File: config.mk
export PLATFORM = sky130hd
export DESIGN_NAME = rs_top
export DESIGN_NICKNAME = d
export VERILOG_FILES = /design/src/rtl/rs_pkg.sv /design/src/rtl/rs_alloc.sv /design/src/rtl/rs_issue_select.sv /design/src/rtl/rs_slot.sv /design/src/rtl/rs_top.sv
export SDC_FILE = /design/constraint.sdc
export NUM_CORES = 1
export LEC_CHECK = 0
export BUFFER_PORTS_ARGS = -buffer_cell sky130_fd_sc_hd__buf_4
export CAP_MARGIN = 40
export CORE_UTILIZATION = 61
export DETAILED_ROUTE_END_ITERATION = 10
export PLACE_DENSITY = 0.8
export SLEW_MARGIN = 30
export SYNTH_ARGS = -nofsm -noshare
export SYNTH_HDL_FRONTEND = slang
export SYNTH_SLANG_ARGS = --single-unit
File: constraint.sdc
create_clock -name clock -period 6.2 [get_ports clock]
set_clock_uncertainty 0.05 [all_clocks]
set_input_delay 0.62 -clock clock [delete_from_list [all_inputs] [get_ports clock]]
set_output_delay 0.62 -clock clock [all_outputs]
set_load 0.02 [all_outputs]
File: src/rtl/rs_pkg.sv
//////////////////////////////////////////////////////////////////////
// Shared sizes and types for the reservation station scheduling core
// Import with rs_pkg::* inside a module body; use rs_pkg:: in headers
//////////////////////////////////////////////////////////////////////

package rs_pkg;

    //////////////////////////////////////////////////////////////////
    // Sizes
    //////////////////////////////////////////////////////////////////
    localparam int RS_SIZE        = 8;   // Entry slots
    localparam int DISPATCH_WIDTH = 2;   // Instructions offered per cycle
    localparam int CDB_WIDTH      = 2;   // Result broadcast buses
    localparam int TAG_BITS       = 6;   // Renamed register tag
    localparam int ROB_BITS       = 5;   // Reorder buffer index
    localparam int OP_BITS        = 4;   // Functional unit opcode
    localparam int IMM_BITS       = 16;  // Immediate and second source word

    //////////////////////////////////////////////////////////////////
    // Basic types
    //////////////////////////////////////////////////////////////////
    typedef logic [TAG_BITS-1:0]          tag_t;
    typedef logic [$clog2(RS_SIZE)-1:0]   slot_idx_t;    // 0..7
    typedef logic [$clog2(RS_SIZE+1)-1:0] slot_count_t;  // 0..8

    // Register form of the second source, tag in the low bits
    typedef struct packed {
        logic [IMM_BITS-TAG_BITS-1:0] pad;  // Always zero
        tag_t                         tag;
    } src2_reg_t;

    // Second source word, meaning picked by the entry's use_imm bit
    typedef union packed {
        logic [IMM_BITS-1:0] imm;      // use_imm high
        src2_reg_t           reg_tag;  // use_imm low
    } src2_u;

    //////////////////////////////////////////////////////////////////
    // Entry and broadcast formats
    //////////////////////////////////////////////////////////////////
    typedef struct packed {
        logic [ROB_BITS-1:0] rob_idx;     // Owning ROB entry
        logic [OP_BITS-1:0]  fu_op;       // Functional unit opcode
        tag_t                dest_tag;    // Result tag
        tag_t                src1_tag;
        logic                src1_ready;
        logic                use_imm;     // src2 holds an immediate
        src2_u               src2;
        logic                src2_ready;
        logic [5:0]          pad;         // Zero, rounds entry to 46 bits
    } rs_entry_t;

    // One result bus broadcast
    typedef struct packed {
        logic valid;
        tag_t tag;
    } cdb_tag_t;

endpackage

File: src/rtl/rs_alloc.sv
//////////////////////////////////////////////////////////////////////
// Dispatch allocator for the reservation station
// Maps up to two dispatch requests onto free slots, combinational
// Also reports the number of free slots to the dispatch stage
//////////////////////////////////////////////////////////////////////

`timescale 1ns/10ps

module rs_alloc (
    input  logic [rs_pkg::DISPATCH_WIDTH-1:0]                   alloc_valid,
    input  rs_pkg::rs_entry_t [rs_pkg::DISPATCH_WIDTH-1:0]      alloc_entry,
    input  logic [rs_pkg::RS_SIZE-1:0]                          busy,
    output logic [rs_pkg::DISPATCH_WIDTH-1:0]                   dispatch_accept,
    output logic [rs_pkg::RS_SIZE-1:0]                          slot_write,
    output rs_pkg::rs_entry_t [rs_pkg::RS_SIZE-1:0]             slot_data,
    output rs_pkg::slot_count_t                                 free_slots
);

    import rs_pkg::*;

    logic [RS_SIZE-1:0] grant0;     // One-hot, lowest free slot
    logic [RS_SIZE-1:0] grant1;     // One-hot, next free slot
    logic               has_free0;  // At least one slot free
    logic               has_free1;  // At least two slots free
    logic [RS_SIZE-1:0] req1_slot;  // Where request 1 lands
    logic               req1_ok;
    slot_count_t        free_cnt;

    //////////////////////////////////////////////////////////////////
    // Priority encode the two lowest free slots
    //////////////////////////////////////////////////////////////////
    always_comb begin
        grant0    = '0;
        grant1    = '0;
        has_free0 = 1'b0;
        has_free1 = 1'b0;
        for (int i = 0; i < RS_SIZE; i++) begin
            if (!busy[i]) begin
                if (!has_free0) begin
                    grant0[i] = 1'b1;  // First hole
                    has_free0 = 1'b1;
                end else if (!has_free1) begin
                    grant1[i] = 1'b1;  // Second hole
                    has_free1 = 1'b1;
                end
            end
        end
    end

    // Request 1 moves down to the lowest hole when request 0 is idle
    assign req1_slot = alloc_valid[0] ? grant1 : grant0;
    assign req1_ok   = alloc_valid[0] ? has_free1 : has_free0;

    assign dispatch_accept[0] = alloc_valid[0] & has_free0;
    assign dispatch_accept[1] = alloc_valid[1] & req1_ok;

    //////////////////////////////////////////////////////////////////
    // Route accepted requests to their slots
    //////////////////////////////////////////////////////////////////
    always_comb begin
        slot_write = '0;
        if (dispatch_accept[0]) begin
            slot_write = slot_write | grant0;
        end
        if (dispatch_accept[1]) begin
            slot_write = slot_write | req1_slot;
        end
    end

    // Every slot sees request 0 unless request 1 owns it
    always_comb begin
        for (int i = 0; i < RS_SIZE; i++) begin
            if (dispatch_accept[1] && req1_slot[i]) begin
                slot_data[i] = alloc_entry[1];
            end else begin
                slot_data[i] = alloc_entry[0];
            end
        end
    end

    //////////////////////////////////////////////////////////////////
    // Occupancy count, from the same busy vector as dispatch
    //////////////////////////////////////////////////////////////////
    always_comb begin
        free_cnt = '0;
        for (int i = 0; i < RS_SIZE; i++) begin
            if (!busy[i]) begin
                free_cnt = free_cnt + slot_count_t'(1);
            end
        end
    end

    assign free_slots = free_cnt;

endmodule

File: src/rtl/rs_issue_select.sv
//////////////////////////////////////////////////////////////////////
// Issue selector for the reservation station
// Picks the lowest ready slot, frees it, and holds the pick in the
// issue register until the functional unit takes it
//////////////////////////////////////////////////////////////////////

`timescale 1ns/10ps

module rs_issue_select (
    input  logic                                       clock,
    input  logic                                       rst_n,
    input  logic                                       flush,
    input  logic [rs_pkg::RS_SIZE-1:0]                 busy,
    input  rs_pkg::rs_entry_t [rs_pkg::RS_SIZE-1:0]    held_entry,
    input  logic                                       issue_ready,
    output logic [rs_pkg::RS_SIZE-1:0]                 slot_clear,
    output logic                                       issue_valid,
    output rs_pkg::rs_entry_t                          issue_entry
);

    import rs_pkg::*;

    logic [RS_SIZE-1:0] ready_vec;  // Busy with both operands ready
    slot_idx_t          sel_idx;
    logic               sel_found;
    logic               can_load;   // Issue register free this edge
    logic               valid_q;
    rs_entry_t          entry_q;

    //////////////////////////////////////////////////////////////////
    // Ready vector and lowest-index pick
    //////////////////////////////////////////////////////////////////
    always_comb begin
        for (int i = 0; i < RS_SIZE; i++) begin
            ready_vec[i] = busy[i] & held_entry[i].src1_ready & held_entry[i].src2_ready;
        end
    end

    always_comb begin
        sel_idx   = '0;
        sel_found = 1'b0;
        for (int i = 0; i < RS_SIZE; i++) begin
            if (ready_vec[i] && !sel_found) begin
                sel_idx   = slot_idx_t'(i);
                sel_found = 1'b1;
            end
        end
    end

    // Empty register or consumer taking the current one
    assign can_load = !valid_q || issue_ready;

    // Free the picked slot at the edge it moves into the register
    always_comb begin
        slot_clear = '0;
        if (can_load && sel_found) begin
            slot_clear[sel_idx] = 1'b1;
        end
    end

    //////////////////////////////////////////////////////////////////
    // Issue register
    //////////////////////////////////////////////////////////////////
    always_ff @(posedge clock or negedge rst_n) begin
        if (!rst_n) begin
            valid_q <= 1'b0;
        end else if (flush) begin
            valid_q <= 1'b0;
        end else if (can_load) begin
            valid_q <= sel_found;  // Bubble when nothing ready
        end
    end

    // Held under back-pressure
    always_ff @(posedge clock) begin
        if (can_load && sel_found) begin
            entry_q <= held_entry[sel_idx];
        end
    end

    assign issue_valid = valid_q;
    assign issue_entry = entry_q;

endmodule

File: src/rtl/rs_slot.sv
//////////////////////////////////////////////////////////////////////
// One reservation station entry with tag wakeup
// Loaded by the allocator, woken by the result buses, freed by issue
//////////////////////////////////////////////////////////////////////

`timescale 1ns/10ps

module rs_slot (
    input  logic                                       clock,
    input  logic                                       rst_n,
    input  logic                                       flush,
    input  logic                                       write,
    input  rs_pkg::rs_entry_t                          write_entry,
    input  logic                                       clear,
    input  rs_pkg::cdb_tag_t [rs_pkg::CDB_WIDTH-1:0]   cdb,
    output logic                                       busy,
    output rs_pkg::rs_entry_t                          held_entry
);

    import rs_pkg::*;

    logic      busy_q;
    logic      busy_n;
    rs_entry_t entry_q;
    rs_entry_t entry_n;

    //////////////////////////////////////////////////////////////////
    // Next state and wakeup
    //////////////////////////////////////////////////////////////////
    always_comb begin
        entry_n = write ? write_entry : entry_q;  // New entry wins
        busy_n  = busy_q;
        if (write) begin
            busy_n = 1'b1;
        end else if (clear) begin
            busy_n = 1'b0;  // Picked by issue
        end

        // Immediate operand needs no producer
        if (entry_n.use_imm) begin
            entry_n.src2_ready = 1'b1;
        end

        // Compare next-state tags so a same-edge write is woken too
        for (int b = 0; b < CDB_WIDTH; b++) begin
            if (busy_n && cdb[b].valid) begin
                if (cdb[b].tag == entry_n.src1_tag) begin
                    entry_n.src1_ready = 1'b1;
                end
                // Union read as a tag only in register form
                if (!entry_n.use_imm && cdb[b].tag == entry_n.src2.reg_tag.tag) begin
                    entry_n.src2_ready = 1'b1;
                end
            end
        end
    end

    //////////////////////////////////////////////////////////////////
    // State
    //////////////////////////////////////////////////////////////////
    always_ff @(posedge clock or negedge rst_n) begin
        if (!rst_n) begin
            busy_q <= 1'b0;
        end else if (flush) begin
            busy_q <= 1'b0;  // Mispredict empties the slot even on a write
        end else begin
            busy_q <= busy_n;
        end
    end

    // Entry payload with its woken ready bits
    always_ff @(posedge clock) begin
        entry_q <= entry_n;
    end

    assign busy       = busy_q;
    assign held_entry = entry_q;

endmodule

File: src/rtl/rs_top.sv
//////////////////////////////////////////////////////////////////////
// Reservation station top level, eight entries
// Dispatch in, tag wakeup from two result buses, one issue per cycle
//////////////////////////////////////////////////////////////////////

`timescale 1ns/10ps

module rs_top (
    input  logic                                            clock,
    input  logic                                            rst_n,
    input  logic                                            flush,
    input  logic [rs_pkg::DISPATCH_WIDTH-1:0]               alloc_valid,
    input  rs_pkg::rs_entry_t [rs_pkg::DISPATCH_WIDTH-1:0]  alloc_entry,
    input  rs_pkg::cdb_tag_t [rs_pkg::CDB_WIDTH-1:0]        cdb,
    input  logic                                            issue_ready,
    output logic [rs_pkg::DISPATCH_WIDTH-1:0]               dispatch_accept,
    output rs_pkg::slot_count_t                             free_slots,
    output logic                                            issue_valid,
    output rs_pkg::rs_entry_t                               issue_entry
);

    import rs_pkg::*;

    logic [RS_SIZE-1:0]      busy;        // Slot occupancy
    rs_entry_t [RS_SIZE-1:0] held_entry;  // Slot contents to selector
    logic [RS_SIZE-1:0]      slot_write;  // Allocator load strobes
    rs_entry_t [RS_SIZE-1:0] slot_data;   // Allocator routed entries
    logic [RS_SIZE-1:0]      slot_clear;  // Selector free strobes

    //////////////////////////////////////////////////////////////////
    // Dispatch side
    //////////////////////////////////////////////////////////////////
    rs_alloc u_alloc (
        .alloc_valid     (alloc_valid),
        .alloc_entry     (alloc_entry),
        .busy            (busy),
        .dispatch_accept (dispatch_accept),
        .slot_write      (slot_write),
        .slot_data       (slot_data),
        .free_slots      (free_slots)
    );

    //////////////////////////////////////////////////////////////////
    // Entry slots
    //////////////////////////////////////////////////////////////////
    generate
        for (genvar i = 0; i < RS_SIZE; i++) begin : slot_gen
            rs_slot u_slot (
                .clock       (clock),
                .rst_n       (rst_n),
                .flush       (flush),
                .write       (slot_write[i]),
                .write_entry (slot_data[i]),
                .clear       (slot_clear[i]),
                .cdb         (cdb),  // Every slot snoops both buses
                .busy        (busy[i]),
                .held_entry  (held_entry[i])
            );
        end
    endgenerate

    //////////////////////////////////////////////////////////////////
    // Issue side
    //////////////////////////////////////////////////////////////////
    rs_issue_select u_issue (
        .clock       (clock),
        .rst_n       (rst_n),
        .flush       (flush),
        .busy        (busy),
        .held_entry  (held_entry),
        .issue_ready (issue_ready),
        .slot_clear  (slot_clear),
        .issue_valid (issue_valid),
        .issue_entry (issue_entry)
    );

endmodule

Yosys cells after proc, flatten, opt, wreduce, memory -nomap -nowiden
Index checks and enable logic that the tools add are counted.
{ "word_totals": {"reg_bits": 423, "wordCells": 424} }
{ "classes": {"addsub": 7, "eq_ne": 32, "reduce_logical": 67, "order_cmp": 2, "bitwise_logic": 19, "n_mux": 199} }
{ "ops": {"columns": ["cell", "count"], "rows": [
  ["$mux 46", 9],
  ["$mux 31", 8],
  ["$eq 6x6->1", 32],
  ["$mux 1", 163],
  ["$bmux 46 s3", 1],
  ["$logic_and 1x1->1", 49],
  ["$mux 8", 4],
  ["$mux 4", 7],
  ["$add 4x1->4 const B", 6],
  ["$and 1x1->1", 18],
  ["$mux 3", 6],
  ["$logic_not 1->1", 16],
  ["$or 8x8->8", 1],
  ["$lt 3x4->1 const B", 1],
  ["$demux 1 s3", 1],
  ["$ge 3x1->1 const B", 1],
  ["$add 1x1->2 const B", 1],
  ["$reduce_bool 2->1", 1],
  ["$logic_or 1x1->1", 1]
]} }

Longest topological paths before layout
{ "logic_depth": {"depth_word": 35, "ltp_mapped": 19, "ltp_nobuf": 19} }

Cells and area by module
From an unflattened synthesis, not the netlist that was laid out.
{ "unflattened": {"cells_unflattened": 2188, "area_unflattened_um2": 24875.1} }
{ "by_module_without_submodules": {"columns": ["mod", "seq_area_each_um2", "n_inst", "cells_each", "area_per_inst_um2"], "rows": [
  ["rs_slot", 1256.2, 8, 116, 1800.5],
  ["rs_alloc", 0.0, 1, 574, 5676.7],
  ["rs_issue_select", 1406.3, 1, 686, 4794.6]
]} }

Worst setup path after synthesis
OpenSTA, ideal clock, no wires.
{ "synth_timing": {"path_kind": "reg2out", "start": "register slot_gen[0].u_slot.busy_q", "end": "output port free_slots[2]", "slack_ns": 1.689, "arrival_ns": 3.841, "t_required_ns": 5.530, "stages_incl_launch_ff": 19, "cell_sequence": "dfrtp_1 > inv_1 > ha_1 > xnor2_1 > ha_1 > mux2_2 > ha_1 > inv_1 > o21ai_0 > ha_1 > mux2i_1 > inv_1 > ha_1 > nor2_1 > a21oi_1 > ha_1 > nand2b_1 > xnor2_1 > xnor2_1"} }
{ "synth_between": {"elab_chain_len": 15} }
{ "synth_lines": {"columns": ["item", "line", "source"], "rows": [
  ["start: declaration", "rs_slot.sv:22", "logic busy_q;"],
  ["start signal: assignment", "rs_slot.sv:67", "busy_q <= busy_n;"],
  ["$mux 1 (*)", "rs_alloc.sv:87", "if (!busy[i]) begin"],
  ["$add 1x1->2", "rs_alloc.sv:88", "free_cnt = free_cnt + slot_count_t'(1);"],
  ["$mux 4 (*)", "rs_alloc.sv:87", null],
  ["$add 4x1->4", "rs_alloc.sv:88", null],
  ["$mux 4 (*)", "rs_alloc.sv:87", null],
  ["$add 4x1->4", "rs_alloc.sv:88", null],
  ["$mux 4 (*)", "rs_alloc.sv:87", null],
  ["$add 4x1->4", "rs_alloc.sv:88", null],
  ["$mux 4 (*)", "rs_alloc.sv:87", null],
  ["$add 4x1->4", "rs_alloc.sv:88", null],
  ["$mux 4 (*)", "rs_alloc.sv:87", null],
  ["$add 4x1->4", "rs_alloc.sv:88", null],
  ["$mux 4 (*)", "rs_alloc.sv:87", null],
  ["$add 4x1->4", "rs_alloc.sv:88", null],
  ["$mux 4 (*)", "rs_alloc.sv:87", null],
  ["end: declaration", "rs_top.sv:17", "output rs_pkg::slot_count_t free_slots,"]
]} }
Mark *: on every way between the ends. The rest lies on a longest branch, timed or not.

Final worst setup path
Same ends and word-level chain as after synthesis.

==> impl_metrics.py <==
metrics = {
    "power_and_ir_drop": {
        "p_comb_frac": 0.413,
        "p_switching_mw": 4.24,
        "ir_drop_v": 0.000701,
        "clkPwrFrac": 0.227,
        "power_frac_seq": 0.360,
        "sw_frac_of_total": 0.380,
        "leakage_nw": 11.0,
        "p_total_mw": 11.2,
        "p_per_area_nw_per_um2": 415,
        "p_int_mw": 6.92,
    },
    "logic_synthesis": {
        "yosys.area.top_type_share": 0.371,
        "synth_area_sq_um": 23800,
        "yosys-top-cells-count": "641 x nand2_1, 294 x edfxtp_1, 241 x a21oi_1, 218 x mux2_2, 120 x dfxtp_1",
        "async_flop_share": 0.0213,
        "syn_avg_cell_area_sq_um": 9.59,
        "yosys_warnings": 0,
        "synthCells": 2479,
        "synth_edf_count": 294,
        "yosys.cell_types.count": 71,
        "synthesis.nets": 2600,
        "ys_top_cells_by_area": "edfxtp_1 37%, mux2_2 10%, nand2_1 10%, dfxtp_1 10%, a21oi_1 5.1%",
        "yosysSeqAreaShare": 0.482,
        "yosys_most_used_dff": "edfxtp_1",
        "yosysMostFrequentCell": "nand2_1",
        "ys_ff_latch": 423,
        "yosysTopAreaCell": "edfxtp_1",
    },
    "worst_hold_path": {
        "hold_end": "slot_gen[0].u_slot.busy",
        "worstHoldStart": "flush",
        "hold_class": "in2reg",
        "min_path_cells": 2,
    },
    "route": {
        "vias": 20000,
        "avgRoutedWirePerCell_um": 24.7,
        "drcViolationCount": 0,
        "dr.pass1.iters": 6,
        "drt_wl_total_um": 76800,
        "vias_per_cell": 6.43,
        "drt-initial-drc-count": 2241,
        "ant_nets": 0,
    },
    "worst_setup_path": {
        "r2r_slack_ps": 1630,
        "cp_cell_sequence": "inv_1 > ha_1 > xnor2_1 > ha_1 > mux2_2 > ha_1 > inv_1 > o21ai_0 > ha_1 > mux2i_1 > inv_1 > ha_1 > nor2_1 > a21oi_1 > ha_1 > nand2b_1 > xnor2_1 > xnor2_1 > buf_4",
        "crit_family": "adder cells",
        "cp.arrival_ps": 4880,
        "crit_type": "reg2out",
        "crit_slowest_cell": "dfrtp_1",
        "critical_path.startpoint_type": "register",
        "cp_slowest_stage_delay_ps": 530,
        "crit_path_end_kind": "output port",
        "required_ps": 5530,
        "critPathBufInv": 4,
        "crit-reg2reg-capture": "slot_gen[1].u_slot.held_entry[24]",
        "crit_path_max_fanout": 8,
        "reg2reg_depth": 12,
        "r2r-start": "slot_gen[0].u_slot.busy",
        "crit_top_cell": "ha_1",
    },
    "grt": {
        "grt_overflow": 0,
        "grt_max_degree": 84,
        "track_usage": 0.383,
        "antenna_found_initial": 1,
        "grt_pass1_vias": 19400,
        "grt_pass1_wl_um": 113000,
    },
    "clocking": {
        "cts_tree": "yes",
        "numCtsBuffers": 44,
        "cts_resized": 0,
        "htree_levels": 2,
        "path_clk_slew_ps": 60,
        "cts-root-buf": "clkbuf_16",
        "clk_latency_ps": 570,
        "clock_sinks": 423,
        "cts_setup_buffers": 0,
        "clock_path_buffers": 3,
    },
    "sta": {
        "worst_slew_pin_slew_ps": 906,
        "hold_viol": 0,
        "max_freq_mhz": 180,
        "rsz0062_at_grt": "false",
        "drv_slew": 0,
        "hold_ws_ps": 282,
        "maxSlewHeadroom": 0.396,
        "setup_violations": 0,
        "fin_crit_ps": 5550,
        "tns_ps": 0,
        "min_period_over_period": 0.896,
    },
    "cells_and_area": {
        "seqCellArea_sq_um": 11500,
        "nets": 2680,
        "final_layout_size_suffix_gt1_frac": 0.201,
        "finalNonFillerCells": 3108,
        "fillers": 2842,
        "area_growth_pct": 13.0,
        "multi_input_area_sq_um": 11300,
    },
    "flow_run": {
        "cap_violations": 0,
    },
    "placed_design": {
        "dp_hpwl_um": 48000,
        "io_buffers": 164,
        "gp_congestion": 0.988,
        "post-place-cells": 3018,
    },
    "floorplanning": {
        "core_area_sq_um": 38000,
        "rows": 71,
        "initial_core_util": 0.625,
        "fp.dieH_um": 199,
        "pin_count": 165,
        "dieArea_sq_um": 39800,
        "die_x_um": 199,
    },
    "outcome": {
        "status": "completed",
    },
}
[through the flow]
step | utilization | setup WS, ps | cell area (sq um)
final | 0.707 | 647 | 26900
after global routing | 0.706 | 314 | 26900
after CTS | 0.704 | 673 | 26800
after detailed placement | 0.668 | 1280 | 25400
after global placement | 0.664 | 1460 | 25300
after floorplan | - | 1690 | 23800
[per-layer routing]
layer,global-route usage,vias to the layer above,part of all wire
li1,-,8777,-
met1,0.500,9629,0.38
met2,0.602,1331,0.45
met3,0.102,247,0.12
met4,0.162,2,0.041
met5,0,-,0.00016
[registers in the layout, summed over array words and instances (netlist names)]
signal	count
slot_gen.u_slot.held_entry	368
slot_gen.u_slot.busy	8
u_issue.issue_valid	1
u_issue.issue_entry	46
[power by group through the flow]
stage	combinational (mW)	clock, mW	sequential, mW
floorplan	2.86	0	4.18
global placement	4.36	0	4.04
detailed placement	4.50	0	4.06
CTS	4.54	2.54	4.00
global route	4.99	2.65	4.06
finish	4.61	2.54	4.01
[cell usage in the layout (no fill, tap or decap), types with 24 or more instances in the layout]
master,synthesis,layout
nor2_1,66,64
nand4_1,31,31
nor4_1,30,30
edfxtp_1,294,294
clkbuf_16,0,45
or4_1,49,49
a21oi_1,241,240
nand2_1,641,636
inv_1,104,101
o21ai_0,24,24
dfxtp_1,120,120
mux2i_1,63,63
xnor2_1,103,103
nand3_1,42,42
buf_4,2,199
mux2_2,218,218
xor2_1,102,102
[what timing repair did]
item / CTS / global route
endpoints found under the hold margin: 9 / 0
hold buffers: 1 / 0
endpoints found under the setup margin: 0 / 0
[cell type report]
class                      count  share of cell area
multi-input combinational   1772               0.420
tap                          511              0.0238
inverter                     104              0.0145
clock buffer                  58              0.0437
clock inverter                24             0.00671
antenna                        2            0.000186
sequential                   423               0.426
timing repair buffer         214              0.0646
[cells by family (layout without fill, tap and decap cells)]
logic type | Yosys count | count (layout) | share of synthesized area
AND/OR/NAND/NOR | 917 | 917 | 0.170
flip-flops | 423 | 423 | 0.482
AO/OA/AOI/OAI | 352 | 352 | 0.0852
multiplexers | 289 | 289 | 0.134
buffers and inverters | 284 | 400 | 0.0486
XOR/XNOR | 205 | 205 | 0.0755
adder cells (fa/ha/maj) | 9 | 9 | 0.00474
other | 0 | 2 | 0
[how the worst max path moves through the flow]
stage / from / endpoint / cells past startpoint
after global placement: slot_gen[0].u_slot.busy / free_slots[2] / 19
after global routing: slot_gen[0].u_slot.busy / free_slots[2] / 19
after floorplan: slot_gen[0].u_slot.busy / free_slots[2] / 18
after detailed placement: slot_gen[0].u_slot.busy / free_slots[2] / 19
after CTS: slot_gen[0].u_slot.busy / free_slots[2] / 19
final: slot_gen[0].u_slot.busy / free_slots[2] / 19
No activity file was read; power rests on OpenSTA's default activity.
